[src/hdl/sfi_crd_pkg.sv]
// fabric rx credit definitions
package sfi_crd_pkg;

  // --------------------
  // sizes
  // --------------------
  localparam int NUM_VCS   = 2;                 // local virtual channels
  localparam int VC_W      = 1;
  localparam int NUM_FC    = 3;                 // P, NP, CPL
  localparam int NUM_FLOWS = NUM_VCS * NUM_FC;  // flow = vc*3 + fc
  localparam int FLOW_W    = 3;
  localparam int CNT_W     = 8;                 // credit counter width
  localparam int RTN_W     = 4;                 // return value field
  localparam int LINK_VC_W = 3;                 // link side vc id
  localparam int VC_MAP_W  = 4;                 // map field per local vc

  localparam int CHAN_HDR  = 0;
  localparam int CHAN_DATA = 1;

  // --------------------
  // credit tables, indexed [chan][vc][fc]
  // --------------------
  localparam int unsigned RTN_MAX [2] = '{15, 7};  // largest single return

  // an infinite flow loads 1 so the arbiter sees it once
  localparam int unsigned INIT_CRD [2][NUM_VCS][NUM_FC] = '{
    '{'{20, 2, 1}, '{3, 0, 0}},   // header
    '{'{ 9, 1, 1}, '{0, 0, 0}}    // data
  };

  localparam bit INF_CRD [2][NUM_VCS][NUM_FC] = '{
    '{'{1'b0, 1'b0, 1'b1}, '{1'b0, 1'b0, 1'b0}},
    '{'{1'b0, 1'b0, 1'b1}, '{1'b0, 1'b0, 1'b0}}
  };

  typedef enum logic [1:0] {
    FC_P   = 2'd0,   // posted
    FC_NP  = 2'd1,   // non-posted
    FC_CPL = 2'd2    // completion
  } fc_id_t;

  // locally freed credits, one cycle strobe
  typedef struct packed {
    logic             valid;
    logic [VC_W-1:0]  vc;
    fc_id_t           fc;
    logic [RTN_W-1:0] value;
  } crd_free_t;

  // credit return towards the link
  typedef struct packed {
    logic                 valid;
    logic [LINK_VC_W-1:0] vc_id;
    fc_id_t               fc;
    logic [RTN_W-1:0]     value;
  } crd_rtn_t;

endpackage

[src/hdl/crd_link_ctrl.sv]
// credit link control
`timescale 1ns/1ps

module crd_link_ctrl (
  input  logic clk_gated,
  input  logic rst_b,
  input  logic connected,     // rx link connected
  input  logic disconnected,  // rx link disconnected
  input  logic force_blocks,  // quiesce request
  input  logic go_idle_ack,
  input  logic hdr_block,     // partner blocks header returns
  input  logic data_block,    // partner blocks data returns
  input  logic hdr_empty,
  input  logic data_empty,
  output logic load,
  output logic count_en,
  output logic hdr_hold,
  output logic data_hold,
  output logic crd_idle
);

  logic init_reqd_q;  // counters need the initial credits
  logic quiesce;

  // --------------------
  // init sequencing
  // --------------------
  always_ff @(posedge clk_gated or negedge rst_b) begin
    if (!rst_b) begin
      init_reqd_q <= 1'b1;
    end else if (connected && init_reqd_q) begin
      init_reqd_q <= 1'b0;  // load happens on this edge
    end else if (disconnected) begin
      init_reqd_q <= 1'b1;
    end
  end

  assign load     = connected & init_reqd_q;   // one cycle per connect
  assign count_en = connected & ~init_reqd_q;

  // no returns while blocked, quiescing or after go-idle ack
  assign quiesce   = force_blocks | go_idle_ack;
  assign hdr_hold  = hdr_block | quiesce;
  assign data_hold = data_block | quiesce;

  assign crd_idle = ~init_reqd_q & hdr_empty & data_empty;

  // link state machine is one-hot between these two
  a_conn_excl : assert property (@(posedge clk_gated) disable iff (!rst_b)
    !(connected && disconnected));

endmodule

[src/hdl/crd_rtn_counters.sv]
// credit return counter bank
`timescale 1ns/1ps

module crd_rtn_counters #(
  parameter int CHAN = sfi_crd_pkg::CHAN_HDR
) (
  input  logic                                        clk_gated,
  input  logic                                        rst_b,
  input  logic                                        load,      // take initial credits
  input  logic                                        count_en,  // normal running
  input  sfi_crd_pkg::crd_free_t                      free,
  input  logic [sfi_crd_pkg::FLOW_W-1:0]              dec_flow,  // flow being returned
  input  logic [sfi_crd_pkg::RTN_W-1:0]               dec_val,   // zero when no return
  output logic [sfi_crd_pkg::NUM_FLOWS-1:0]           reqs,
  output logic [sfi_crd_pkg::NUM_FLOWS-1:0][sfi_crd_pkg::CNT_W-1:0] cnts
);

  import sfi_crd_pkg::*;

  logic [NUM_FLOWS-1:0][CNT_W-1:0] cnt_q;

  // --------------------
  // one counter per vc/fc
  // --------------------
  for (genvar gv = 0; gv < NUM_VCS; gv++) begin : g_vc
    for (genvar gf = 0; gf < NUM_FC; gf++) begin : g_fc
      localparam int FLOW = gv * NUM_FC + gf;

      logic [RTN_W-1:0] inc;
      logic [RTN_W-1:0] dec;

      // steer the free strobe and the return to this flow
      assign inc = (free.valid && int'(free.vc) == gv && int'(free.fc) == gf) ?
                   free.value : '0;
      assign dec = (dec_flow == FLOW_W'(FLOW)) ? dec_val : '0;

      always_ff @(posedge clk_gated or negedge rst_b) begin
        if (!rst_b) begin
          cnt_q[FLOW] <= '0;
        end else if (load) begin
          cnt_q[FLOW] <= CNT_W'(INIT_CRD[CHAN][gv][gf]);
        end else if (count_en) begin
          cnt_q[FLOW] <= cnt_q[FLOW] + CNT_W'(inc) - CNT_W'(dec);  // free plus count minus rtn
        end
      end

      assign reqs[FLOW] = |cnt_q[FLOW];  // anything left to give back

      // the channel never returns more than it holds
      a_no_underflow : assert property (@(posedge clk_gated) disable iff (!rst_b)
        (count_en && dec_flow == FLOW_W'(FLOW)) |-> (CNT_W'(dec_val) <= cnt_q[FLOW]));
    end
  end

  assign cnts = cnt_q;

endmodule

[src/hdl/crd_rr_arbiter.sv]
// round robin flow arbiter
`timescale 1ns/1ps

module crd_rr_arbiter (
  input  logic                              clk_gated,
  input  logic                              rst_b,
  input  logic [sfi_crd_pkg::NUM_FLOWS-1:0] reqs,
  input  logic                              update,    // winner served in full
  output logic                              winner_v,
  output logic [sfi_crd_pkg::FLOW_W-1:0]    winner
);

  import sfi_crd_pkg::*;

  logic [FLOW_W-1:0] ptr_q;  // first flow to look at

  // lowest offset from the pointer wins
  always_comb begin
    int idx;
    winner_v = 1'b0;
    winner   = '0;
    for (int i = NUM_FLOWS - 1; i >= 0; i--) begin
      idx = int'(ptr_q) + i;
      if (idx >= NUM_FLOWS) begin
        idx = idx - NUM_FLOWS;  // wrap
      end
      if (reqs[idx]) begin
        winner_v = 1'b1;
        winner   = FLOW_W'(idx);
      end
    end
  end

  always_ff @(posedge clk_gated or negedge rst_b) begin
    if (!rst_b) begin
      ptr_q <= '0;  // flow 0 first
    end else if (update) begin
      ptr_q <= (winner == FLOW_W'(NUM_FLOWS - 1)) ? '0 : winner + 1'b1;  // one past winner
    end
  end

  // pointer only moves past a flow that was actually granted
  a_update_granted : assert property (@(posedge clk_gated) disable iff (!rst_b)
    update |-> winner_v);

endmodule

[src/hdl/crd_rtn_channel.sv]
// credit return channel
`timescale 1ns/1ps

module crd_rtn_channel #(
  parameter int CHAN = sfi_crd_pkg::CHAN_HDR
) (
  input  logic                                                  clk_gated,
  input  logic                                                  rst_b,
  input  logic                                                  load,
  input  logic                                                  count_en,
  input  logic                                                  hold,
  input  logic [sfi_crd_pkg::VC_MAP_W*sfi_crd_pkg::NUM_VCS-1:0] vc_map,
  input  sfi_crd_pkg::crd_free_t                                free,
  output sfi_crd_pkg::crd_rtn_t                                 rtn,
  output logic                                                  empty
);

  import sfi_crd_pkg::*;

  localparam logic [RTN_W-1:0] RTN_CAP = RTN_W'(RTN_MAX[CHAN]);

  logic [NUM_FLOWS-1:0]            reqs;
  logic [NUM_FLOWS-1:0][CNT_W-1:0] cnts;
  logic [NUM_FLOWS-1:0]            inf_mask;  // flows advertised as infinite
  logic                            winner_v;
  logic [FLOW_W-1:0]               winner;
  logic [VC_W-1:0]                 win_vc;
  fc_id_t                          win_fc;
  logic [CNT_W-1:0]                win_cnt;
  logic [RTN_W-1:0]                dec_val;
  logic                            update;

  for (genvar gf = 0; gf < NUM_FLOWS; gf++) begin : g_inf
    assign inf_mask[gf] = INF_CRD[CHAN][gf / NUM_FC][gf % NUM_FC];
  end

  crd_rtn_counters #(.CHAN(CHAN)) u_counters (
    .clk_gated (clk_gated),
    .rst_b     (rst_b),
    .load      (load),
    .count_en  (count_en),
    .free      (free),
    .dec_flow  (winner),
    .dec_val   (dec_val),
    .reqs      (reqs),
    .cnts      (cnts)
  );

  crd_rr_arbiter u_arb (
    .clk_gated (clk_gated),
    .rst_b     (rst_b),
    .reqs      (reqs),
    .update    (update),
    .winner_v  (winner_v),
    .winner    (winner)
  );

  // --------------------
  // winner to vc/fc
  // --------------------
  always_comb begin
    win_vc = '0;
    win_fc = FC_P;
    for (int v = 0; v < NUM_VCS; v++) begin
      for (int f = 0; f < NUM_FC; f++) begin
        if (int'(winner) == v * NUM_FC + f) begin
          win_vc = VC_W'(v);
          win_fc = fc_id_t'(f);
        end
      end
    end
  end

  assign win_cnt = cnts[winner];

  // full return moves the pointer on, a capped one keeps the same flow
  always_comb begin
    rtn     = '0;
    dec_val = '0;
    update  = 1'b0;
    if (winner_v && !hold) begin
      rtn.valid = 1'b1;
      rtn.vc_id = vc_map[int'(win_vc) * VC_MAP_W +: LINK_VC_W];  // local to link vc
      rtn.fc    = win_fc;
      if (win_cnt <= CNT_W'(RTN_CAP)) begin
        dec_val   = win_cnt[RTN_W-1:0];
        rtn.value = inf_mask[winner] ? '0 : win_cnt[RTN_W-1:0];  // infinite goes out as 0
        update    = 1'b1;
      end else begin
        dec_val   = RTN_CAP;
        rtn.value = RTN_CAP;
      end
    end
  end

  assign empty = ~|reqs;

  // only an infinite advertisement may carry a zero value
  a_rtn_nonzero : assert property (@(posedge clk_gated) disable iff (!rst_b)
    (rtn.valid && !inf_mask[winner]) |-> (rtn.value != '0));

endmodule

[src/hdl/sfi_rx_crd.sv]
// rx credit return manager
`timescale 1ns/1ps

module sfi_rx_crd (
  input  logic                                                  clk_gated,
  input  logic                                                  rst_b,
  input  logic                                                  connected,
  input  logic                                                  disconnected,
  input  logic [sfi_crd_pkg::VC_MAP_W*sfi_crd_pkg::NUM_VCS-1:0] vc_map,
  input  logic                                                  force_blocks,
  input  logic                                                  go_idle_ack,
  input  logic                                                  hdr_block,
  input  logic                                                  data_block,
  input  sfi_crd_pkg::crd_free_t                                hdr_free,
  input  sfi_crd_pkg::crd_free_t                                data_free,
  output sfi_crd_pkg::crd_rtn_t                                 hdr_rtn,
  output sfi_crd_pkg::crd_rtn_t                                 data_rtn,
  output logic                                                  crd_idle
);

  import sfi_crd_pkg::*;

  logic load;
  logic count_en;
  logic hdr_hold;
  logic data_hold;
  logic hdr_empty;   // no header credits pending
  logic data_empty;  // no data credits pending

  crd_link_ctrl u_link_ctrl (
    .clk_gated    (clk_gated),
    .rst_b        (rst_b),
    .connected    (connected),
    .disconnected (disconnected),
    .force_blocks (force_blocks),
    .go_idle_ack  (go_idle_ack),
    .hdr_block    (hdr_block),
    .data_block   (data_block),
    .hdr_empty    (hdr_empty),
    .data_empty   (data_empty),
    .load         (load),
    .count_en     (count_en),
    .hdr_hold     (hdr_hold),
    .data_hold    (data_hold),
    .crd_idle     (crd_idle)
  );

  // --------------------
  // header and data channels
  // --------------------
  crd_rtn_channel #(.CHAN(CHAN_HDR)) u_hdr_chan (
    .clk_gated (clk_gated),
    .rst_b     (rst_b),
    .load      (load),
    .count_en  (count_en),
    .hold      (hdr_hold),
    .vc_map    (vc_map),
    .free      (hdr_free),
    .rtn       (hdr_rtn),
    .empty     (hdr_empty)
  );

  crd_rtn_channel #(.CHAN(CHAN_DATA)) u_data_chan (
    .clk_gated (clk_gated),
    .rst_b     (rst_b),
    .load      (load),
    .count_en  (count_en),
    .hold      (data_hold),
    .vc_map    (vc_map),
    .free      (data_free),
    .rtn       (data_rtn),
    .empty     (data_empty)
  );

endmodule

[config.mk]
export PLATFORM = sky130hd
export DESIGN_NAME = sfi_rx_crd
export DESIGN_NICKNAME = d
export VERILOG_FILES = /design/src/hdl/sfi_crd_pkg.sv /design/src/hdl/crd_link_ctrl.sv /design/src/hdl/crd_rtn_counters.sv /design/src/hdl/crd_rr_arbiter.sv /design/src/hdl/crd_rtn_channel.sv /design/src/hdl/sfi_rx_crd.sv
export SDC_FILE = /design/constraint.sdc
export NUM_CORES = 1
export LEC_CHECK = 0
export CAP_MARGIN = 20
export CORE_ASPECT_RATIO = 1.4
export CORE_MARGIN = 3
export CORE_UTILIZATION = 58
export DETAILED_ROUTE_END_ITERATION = 16
export DONT_BUFFER_PORTS = 1
export PLACE_DENSITY_LB_ADDON = 0.1
export REMOVE_ABC_BUFFERS = 1
export SLEW_MARGIN = 20
export SYNTH_ARGS = -nofsm -noshare
export SYNTH_HDL_FRONTEND = slang
export SYNTH_SLANG_ARGS = --single-unit
[constraint.sdc]
create_clock -name clk_gated -period 6.95 [get_ports clk_gated]
set_clock_uncertainty 0.1 [all_clocks]
set_input_delay 1.0425 -clock clk_gated [delete_from_list [all_inputs] [get_ports clk_gated]]
set_output_delay 1.0425 -clock clk_gated [all_outputs]
set_load 0.02 [all_outputs]
* Word-level counts from Yosys, hierarchy flattened
Memory sizes are Yosys's and may differ from the RTL's. Cells that the tools add are included.
Storage, ports and cells: memories kept 2, logic and storage cells 332, memory bits (read-only) 16, input bits 32, output and inout bits 21, register bits 103
Memories:
- (name not given) | depth 8, bits a word 1, read ports 1, clocked after Yosys merged registers in 0, wr ports 0, RTL line crd_rtn_channel.sv:87 | rtn.value = inf_mask[winner] ? '0 : win_cnt[RTN_W-1:0];
- (name not given) | depth 8, bits a word 1, read ports 1, clocked after Yosys merged registers in 0, wr ports 0, RTL line crd_rtn_channel.sv:87
Operators by class: reduce and logical (&&, ||, !) cells 43, add/sub/neg operators 48, muxes and demuxes 160, bitwise operators 10, $lt $le $gt $ge 28, equality and inequality tests 24, shift-type cells 2
Operators by type and width (number):
- less-than comparator 32 x 5 -> 1 bit, second input constant | 12
- two-way mux 32 bit | 12
- two-way mux 8 bit | 26
- two-way mux 4 bit | 32
- adder 8 x 4 -> 8 bit | 12
- OR reduction 48 bit | 2
- OR reduction 8 bit | 12
- subtractor 8 x 4 -> 8 bit | 12
- greater-or-equal comparator 32 x 4 -> 1 bit, second input constant | 2
- subtractor 32 x 4 -> 32 bit, second input constant | 2
- two-way mux 1 bit | 52
- binary-select mux 8 bit (select 3 bit) | 2
- two-way mux 3 bit | 14
- subtractor 4 x 3 -> 5 bit, second input constant | 8
- binary-select mux 1 bit (select 3 bit) | 12
- == test 3 bit, second input constant | 12
- greater-or-equal comparator 4 x 3 -> 1 bit, second input constant | 8
- two-way mux 10 bit | 2
- logical AND 1 bit | 19
- == test 3 x 2 -> 1 bit, second input constant | 6
- adder 3 x 2 -> 4 bit, second input constant | 4
- adder 3 x 3 -> 4 bit, second input constant | 4
- two-way mux 2 bit | 8
- indexed part select 8 x 4 -> 3 bit | 2
- other kinds (16) | 38

* Logic depth before layout (Yosys ltp)
Gate-level depths: netlist (run 1).
depth after elaboration 21, mapped depth 31

* Cells and area by module
From an unflattened synthesis (run 1), not the netlist that was laid out.
Unflattened totals: cells, all modules 1668, area, all modules 13676.9 um^2
Modules (own cells, without submodules):
- crd_rtn_counters at u_hdr_chan.u_counters | cells each 615, seq. area each 1201.2 um^2, instances 1, area each 5227.5 um^2
- crd_rtn_counters at u_data_chan.u_counters | cells each 606, seq. area each 1201.2 um^2, instances 1, area each 5157.4 um^2
- crd_rr_arbiter | cells each 136, seq. area each 75.1 um^2, instances 2, area each 1043.5 um^2
- crd_rtn_channel at u_hdr_chan | cells each 83, seq. area each 0.0 um^2, instances 1, area each 574.3 um^2
- crd_rtn_channel at u_data_chan | cells each 83, seq. area each 0.0 um^2, instances 1, area each 558.0 um^2
- crd_link_ctrl | cells each 9, seq. area each 26.3 um^2, instances 1, area each 72.6 um^2

* Least setup slack after synthesis (run 1)
No wires, ideal clock.
path type reg-to-reg, start register u_hdr_chan.u_arb.ptr_q[1], end register u_hdr_chan.u_counters.cnt_q, in the netlist u_hdr_chan.u_counters.cnts[15], arrival 6.118 ns, path slack 0.591 ns, period minus slack after synthesis 6.359 ns, buffers on the path 2, required time 6.709 ns, stages on the path, launching flop included 29, path through dfrtp_1 buf_2 inv_1 ha_1 ha_1 a21o_1 a21oi_2 xnor2_1 mux2_4 or4_1 o32ai_2 buf_6 nor2_1 a2111oi_0 a31oi_1 a21o_1 nor2_2 nor2_1 fa_1 inv_1 ha_1 a21o_1 a21o_1 a21o_1 a21oi_1 o21bai_1 a21oi_1 xnor2_1 o22ai_1
On the way: longest elaborated chain between the ends 21
Ends and longest elaborated chain:
- start, declared | RTL line crd_rr_arbiter.sv:15 | logic [FLOW_W-1:0] ptr_q;
- start signal, assigned | RTL line crd_rr_arbiter.sv:38 | ptr_q <= (winner == FLOW_W'(NUM_FLOWS - 1)) ? '0 : winner + 1'b1;
- adder 3 x 3 -> 4 bit | RTL line crd_rr_arbiter.sv:23 | idx = int'(ptr_q) + i;
- subtractor 32 x 4 -> 32 bit or greater-or-equal comparator 32 x 4 -> 1 bit (tied branches) | RTL line crd_rr_arbiter.sv:25, crd_rr_arbiter.sv:24
- two-way mux 32 bit | RTL line crd_rr_arbiter.sv:24 | if (idx >= NUM_FLOWS) begin
- binary-select mux 1 bit (select 3 bit) | RTL line crd_rr_arbiter.sv:27 | if (reqs[idx]) begin
- two-way mux 1 bit (not written as such) (2 in series) | RTL line crd_rr_arbiter.sv:27
- two-way mux 3 bit (6 in series) | RTL line crd_rr_arbiter.sv:27
- binary-select mux 8 bit (select 3 bit) | RTL line crd_rtn_channel.sv:74 | assign win_cnt = cnts[winner];
- two-way mux 8 bit (not written as such) | RTL line crd_rtn_channel.sv:74
- <= comparator 8 x 4 -> 1 bit | RTL line crd_rtn_channel.sv:85 | if (win_cnt <= CNT_W'(RTN_CAP)) begin
- two-way mux 4 bit | RTL line crd_rtn_channel.sv:85
- two-way mux 4 bit | RTL line crd_rtn_channel.sv:81 | if (winner_v && !hold) begin
- two-way mux 4 bit (*) | RTL line crd_rtn_counters.sv:35 | assign dec = (dec_flow == FLOW_W'(FLOW)) ? dec_val : '0;
- subtractor 8 x 4 -> 8 bit (*) | RTL line crd_rtn_counters.sv:43 | cnt_q[FLOW] <= cnt_q[FLOW] + CNT_W'(inc) - CNT_W'(dec);
- two-way mux 8 bit (*) | RTL line crd_rtn_counters.sv:42 | end else if (count_en) begin
- two-way mux 8 bit (*) | RTL line crd_rtn_counters.sv:40 | end else if (load) begin
- end signal, assigned by index | RTL line crd_rtn_counters.sv:41 | cnt_q[FLOW] <= CNT_W'(INIT_CRD[CHAN][gv][gf]);
- end signal, assigned by index | RTL line crd_rtn_counters.sv:43
- end, declared | RTL line crd_rtn_counters.sv:20 | logic [NUM_FLOWS-1:0][CNT_W-1:0] cnt_q;
Every way passes the cells marked *; elsewhere a longest branch is shown, timed or not. The select of a mux whose other input is x is not followed. A chain may end at the register's enable or synchronous reset.

* Final worst setup path (run 1)
start register u_data_chan.u_arb.ptr_q[1], end register u_data_chan.u_counters.cnt_q, in the netlist u_data_chan.u_counters.cnts[31]
On the way: longest elaborated chain between the ends 21
Ends and longest elaborated chain (RTL line):
- start, declared | crd_rr_arbiter.sv:15
- start signal, assigned | crd_rr_arbiter.sv:38
- adder 3 x 3 -> 4 bit | crd_rr_arbiter.sv:23
- subtractor 32 x 4 -> 32 bit or greater-or-equal comparator 32 x 4 -> 1 bit (tied branches) | crd_rr_arbiter.sv:25, crd_rr_arbiter.sv:24
- two-way mux 32 bit | crd_rr_arbiter.sv:24
- binary-select mux 1 bit (select 3 bit) | crd_rr_arbiter.sv:27
- two-way mux 1 bit (not written as such) (2 in series) | crd_rr_arbiter.sv:27
- two-way mux 3 bit (6 in series) | crd_rr_arbiter.sv:27
- binary-select mux 8 bit (select 3 bit) | crd_rtn_channel.sv:74
- two-way mux 8 bit (not written as such) | crd_rtn_channel.sv:74
- <= comparator 8 x 3 -> 1 bit | crd_rtn_channel.sv:85
- two-way mux 4 bit | crd_rtn_channel.sv:85
- two-way mux 4 bit | crd_rtn_channel.sv:81
- two-way mux 4 bit (*) | crd_rtn_counters.sv:35
- subtractor 8 x 4 -> 8 bit (*) | crd_rtn_counters.sv:43
- two-way mux 8 bit (*) | crd_rtn_counters.sv:42
- two-way mux 8 bit (*) | crd_rtn_counters.sv:40
- end signal, assigned by index | crd_rtn_counters.sv:41
- end signal, assigned by index | crd_rtn_counters.sv:43
- end, declared | crd_rtn_counters.sv:20
Marked as above.

==> metrics, run 1 <==
Setup CP Type=register to register; largest net degree at the start of global routing=~110; drt pass-1 iters=6; Hold Fails Final Rpt=0; Post-Synthesis Mean Instance Area=8.23 um2; maximum achievable frequency=0.151 GHz; RR Endpoint=u_data_chan.u_counters.cnts[31]; Least-Margin Pin Slew=around 960 ps; GP Congestion=around 0.97; max-cap violations=0; grt ovf=0; Die Ht=roughly 180 um; Global Route Usage Sum=29.8%; Synth Flop Type=dfrtp_1; fin nets=1687; relative slew slack=between 30% and 40%; outcome=completed; critical path peak fanout=21; CTS Buf Count=9; hpwl dp=25000 um; H-tree depth=3; crit share post-route=a little over nine tenths; port bufs=0; Min-Delay Path Class=input port to async pin; Final min period=6620 ps; Reg2Reg Setup Slack=330 ps; Die ar.=about 0.022 mm2; first-pass GRT wire length=roughly 53000 um; synthesis-stage register bit count=around 100; final setup TNS=0 ps; # DRC=0; Yosys warning count=0; worst reg2reg path startpoint=u_data_chan.u_arb.ptr_q[1]; CP bufs+invs=4; Area growth syn-to-layout=7.40%; Core Area=0.0200 mm2; post-DR wirelength/cell=~19 um; # fillers=1793; I/O Pins=53; CP Data Required Time=approximately 7000 ps; commonest cells after routing, fill and taps aside=220 x inv_1, 141 x ha_1, 127 x nor2_1; Finished Core Util=around 64%; clk buf depth=2; via count=around 11000; layout cells sized above 1=under 10%; Final WS setup=326 ps; cell count after synthesis=between 1000 and 1500; CP endpoint kind=register; startpoint class of the critical path=register; CTS tree=built; ys async rst share=100%; CTS Sinks=103; hold_buf cts=0; Final Max Slew Viols=0; final WL=approximately 33000 um; cell family with most CP delay=compound AO/OA/AOI/OAI gates; Clock Latency Late Sink=about 360 ps; reg2reg path depth=28; clk root buf=clkbuf_16; die width=127 um; number of setup violations in the final report=0; mapped cell area=around 0.012 mm2; register clock-pin slew on the reported worst setup and hold paths=80 ps; via/cell ratio=about 6.1; dpl ws=172 ps; CP max-delay cell=fa_1; number of global-route vias before repair=about 11000; commonest non-fill, non-tap cell in the layout=inv_1; Netlist cell types=between 80 and 90; CP arrival=6740 ps; slowest stage delay, CP=roughly 500 ps; DRT iter0 DRCs=between 900 and 1000; # rows=61; antenna violations before repair=0; antenna-violating nets left=0; Initial Util=between 50% and 60%; Post-synth EDFFs=0; Seq/Total Area, Yosys=a little over a fifth
==> registers in the layout (all words and copies together) (netlist names) <==
register and flops:
u_hdr_chan.u_counters.cnts 48, u_data_chan.u_arb.ptr_q 3, u_hdr_chan.u_arb.ptr_q 3, u_data_chan.u_counters.cnts 48, u_link_ctrl.init_reqd_q 1
==> through the flow <==
stage | cells | area [um2] | hold slack (ps)
floorplan | 1405 | 11700 | 409
global placement | 1702 | 12400 | 440
detailed placement | 1702 | 12400 | 450
CTS | 1718 | 12700 | 261
global route | 1720 | 12800 | 258
finish | 1721 | 12800 | 278
==> worst max path at each step <==
| stage | slack (ps) | depth (start not counted) | to | startpoint |
|---|---|---|---|---|
| 3_3_place_gp | 250 | 28 | u_hdr_chan.u_counters.cnts[7] | u_hdr_chan.u_arb.ptr_q[1] |
| 2_1_floorplan | -110 | 26 | u_hdr_chan.u_counters.cnts[15] | u_hdr_chan.u_arb.ptr_q[0] |
| 3_5_place_dp | 170 | 28 | u_hdr_chan.u_counters.cnts[47] | u_hdr_chan.u_arb.ptr_q[1] |
| 4_1_cts | 140 | 28 | u_hdr_chan.u_counters.cnts[47] | u_hdr_chan.u_arb.ptr_q[1] |
| 5_1_grt | -20 | 29 | u_hdr_chan.u_counters.cnts[23] | u_hdr_chan.u_arb.ptr_q[0] |
| 6_report | 330 | 28 | u_data_chan.u_counters.cnts[31] | u_data_chan.u_arb.ptr_q[1] |
==> synth_stat cells (all sizes together), types with 3 or more instances <==
master	n	area [um2]
o32ai	5	51.3
nor2b	11	68.8
o211a	4	40.0
and2	6	37.5
nor4	15	100
o311ai	4	35.0
o21a	3	22.5
xor2	25	226
a31oi	7	58.8
nand2	113	424
o22ai	75	469
buf	18	101
a21oi	88	448
o31ai	3	22.5
nor2	135	527
fa	48	961
a211o	4	36.3
nand3	23	115
nor3	31	160
ha	144	1800
nand3b	11	82.6
and4	3	26.3
o22a	8	70.1
nand4	5	31.3
clkbuf	32	120
dfrtp	102	2550
a211oi	14	110
mux2	8	93.8
a21o	51	383
mux4	7	158
or4	4	33.8
o41ai	4	53.8
xnor2	57	499
o21bai	15	113
nand2b	16	100
o211ai	6	45.0
mux2i	18	180
inv	223	837
a2111oi	8	70.1
and3	16	100
or3	6	37.5
o21ai	45	236
==> final cells by class <==
cell class / count / area (um2) / area share [%]
multi-input cells: 1079 / 8390 / 65.5
flip-flops and latches: 103 / 2580 / 20.1
inverters: 223 / 837 / 6.54
repair buffers: 47 / 378 / 2.95
well taps: 252 / 315 / 2.46
clock buffers: 11 / 243 / 1.90
clock inverters: 5 / 63.8 / 0.498
diodes: 1 / 2.50 / 0.0195
==> metal layers <==
metal	up-vias	GRT usage, %	routed length (um)
met5	-	0	0
met4	0	15.6	1610
met3	93	4.23	1540
met2	335	55.5	17300
met1	5079	32.4	12200
li1	5019	-	-
==> cell families (layout without fill, tap and decap cells) <==
logic type	after synthesis	after routing	synth area share, %
flops	103	103	21.6
fa+ha+maj	192	192	23.2
simple gates	407	407	16.5
buf+inv	273	286	8.88
xor+xnor	82	82	6.08
other cells	1	8	0.0314
mux	33	33	3.62
compound gates	358	358	20.1
==> repair_timing <==
item,CTS,global route
resized for setup,0,14
setup endpoints to repair,0,25
buffers inserted,0,2
Power of run 1 is left out: the tool's default activity adds up to more than one toggle a clock period on the data nets, which glitch-free logic cannot reach.
==> run 2, diff against run 1 <==
--- a/config.mk
+++ b/config.mk
@@ -15,2 +15,3 @@
 export REMOVE_ABC_BUFFERS = 1
+export SETUP_SLACK_MARGIN = 0.02
 export SLEW_MARGIN = 20
--- a/constraint.sdc
+++ b/constraint.sdc
@@ -4,2 +4,2 @@
 set_output_delay 1.0425 -clock clk_gated [all_outputs]
-set_load 0.02 [all_outputs]
+set_load 0.005 [all_outputs]
==> metrics, run 2 (same netlist as run 1, synthesis figures left out) <==
critical path peak fanout=9 (was 21); Core Area=0.0200 mm2 (unchanged); via count=10500 (about the same); hpwl dp=25500 um (was 25000 um); Min-Delay Path Class=input port to async pin (unchanged); Final min period=6600 ps (was 6620 ps); # fillers=1768 (was 1793); via/cell ratio=6.09 (was 6.12); largest net degree at the start of global routing=109 (unchanged); relative slew slack=35.6% (was 34.9%); Hold Slack=264 ps (was 278 ps); reg2reg path depth=30 (was 28); die width=127 um (unchanged); CP Data Required Time=7070 ps (about the same); CTS tree=built (unchanged); RR Endpoint=u_hdr_chan.u_counters.cnts[15] (was u_data_chan.u_counters.cnts[31]); crit share post-route=94.9% (was 95.3%); CP max-delay cell=or4_1 (was fa_1); I/O Pins=53 (unchanged); maximum achievable frequency=0.152 GHz (was 0.151 GHz); RSZ-0062 raised after global routing=true; drt pass-1 iters=6 (unchanged); commonest non-fill, non-tap cell in the layout=inv_1 (unchanged); Final Max Slew Viols=0 (unchanged); register clock-pin slew on the reported worst setup and hold paths=80 ps (about the same); H-tree depth=3 (unchanged); max-cap violations=0 (unchanged); Multi-input gate area=0.00843 mm2 (was 0.00839 mm2); Final WS setup=354 ps (was 326 ps); startpoint class of the critical path=register (unchanged); Initial Util=59.6% (unchanged); Least-Margin Pin Slew=966 ps (was 962 ps); clk buf depth=2 (unchanged); Die ar.=0.0223 mm2 (unchanged); Setup CP Type=register to register (unchanged); number of setup violations in the final report=0 (unchanged); slowest stage delay, CP=530 ps (was 500 ps); outcome=completed (unchanged); CTS Buf Count=9 (unchanged); Finished Core Util=64.5% (was 64.1%); antenna violations before repair=0 (unchanged); DRT iter0 DRCs=667 (was 953); CP arrival=6720 ps (was 6740 ps); clk root buf=clkbuf_16 (unchanged); Register Area=0.00258 mm2 (unchanged); Die Ht=176 um (unchanged); first-pass GRT wire length=54000 um (was 53400 um); final WL=33100 um (was 32700 um); Global Route Usage Sum=30.1% (was 29.8%); commonest cells after routing, fill and taps aside=220 x inv_1, 141 x ha_1, 127 x nor2_1 (unchanged); port bufs=0 (unchanged); antenna-violating nets left=0 (unchanged); dpl ws=141 ps (was 172 ps); fin nets=1698 (was 1687); post-DR wirelength/cell=19.1 um (was 19.0 um); Area growth syn-to-layout=8.23% (was 7.40%); Reg2Reg Setup Slack=350 ps (was 330 ps); ANT cells=0 (was 1); CP dominant cell by count=a21o_1; number of global-route vias before repair=10800 (was 10900); CTS Sinks=103 (unchanged); GP Congestion=0.980 (was 0.968); final setup TNS=0 ps (unchanged); grt ovf=0 (unchanged); # DRC=0 (unchanged); CP endpoint kind=register (unchanged); # rows=61 (unchanged); worst reg2reg path startpoint=u_hdr_chan.u_arb.ptr_q[0] (was u_data_chan.u_arb.ptr_q[1]); Clock Latency Late Sink=370 ps (was 360 ps); Hold Fails Final Rpt=0 (unchanged); layout cells sized above 1=9.26% (was 8.17%)
-- run 2: cell count changes in the layout (fill, tap and decap cells not counted), sizes merged --
cell	before	now
clkinvlp	1	2
bufinv	1	0
buf	47	58
clkinv	0	1
clkbuf	11	10
diode	1	0
-- run 2: per-layer routing --
layer  vias up  track usage (%)  part of all wire, %
met4         0             14.5                  4.9
met5         -                0                    0
met2       297             55.8                   53
met3        94             3.77                  4.3
met1      5094             33.7                   38
li1       5056                -                    -
-- run 2: what timing repair did --
item | in CTS | in global routing
hold buffers | 0 | 0
endpoints found under the setup margin | 0 | 36
resized for setup | 0 | 23
buffers inserted | 0 | 1
-- run 2: area by class of cell --
type,count,area share [%]
Tap cell,252,2.44
Inverter,223,6.49
Clock buffer,10,1.85
Clock inverter,6,0.485
Sequential cell,103,20.0
Multi-Input combinational cell,1079,65.3
Timing Repair Buffer,58,3.40
-- run 2: metrics by stage --
stage	std cells	area, um2
after floorplan	1405	11700
after global placement	1714	12500
after detailed placement	1714	12500
after CTS	1730	12800
after global routing	1731	12900
final	1731	12900
-- run 2: worst max path at each step --
stage	end	cells after the start	from
2_1_floorplan	u_hdr_chan.u_counters.cnts[15]	26	u_hdr_chan.u_arb.ptr_q[0]
3_3_place_gp	u_hdr_chan.u_counters.cnts[15]	28	u_hdr_chan.u_arb.ptr_q[0]
3_5_place_dp	u_hdr_chan.u_counters.cnts[15]	29	u_hdr_chan.u_arb.ptr_q[0]
4_1_cts	u_hdr_chan.u_counters.cnts[15]	29	u_hdr_chan.u_arb.ptr_q[0]
5_1_grt	u_hdr_chan.u_counters.cnts[15]	30	u_hdr_chan.u_arb.ptr_q[0]
6_report	u_hdr_chan.u_counters.cnts[15]	30	u_hdr_chan.u_arb.ptr_q[0]
-- run 2: worst max-delay path, delay by kind of cell (launching register included) --
| family | cells | cell delay (ps) |
|---|---|---|
| compound gates | 13 | 2400 |
| xor+xnor | 3 | 490 |
| fa+ha+maj | 4 | 1070 |
| buf+inv | 5 | 780 |
| flops | 1 | 410 |
| mux | 1 | 360 |
| simple gates | 4 | 830 |
Power of run 2 is left out for the same reason.
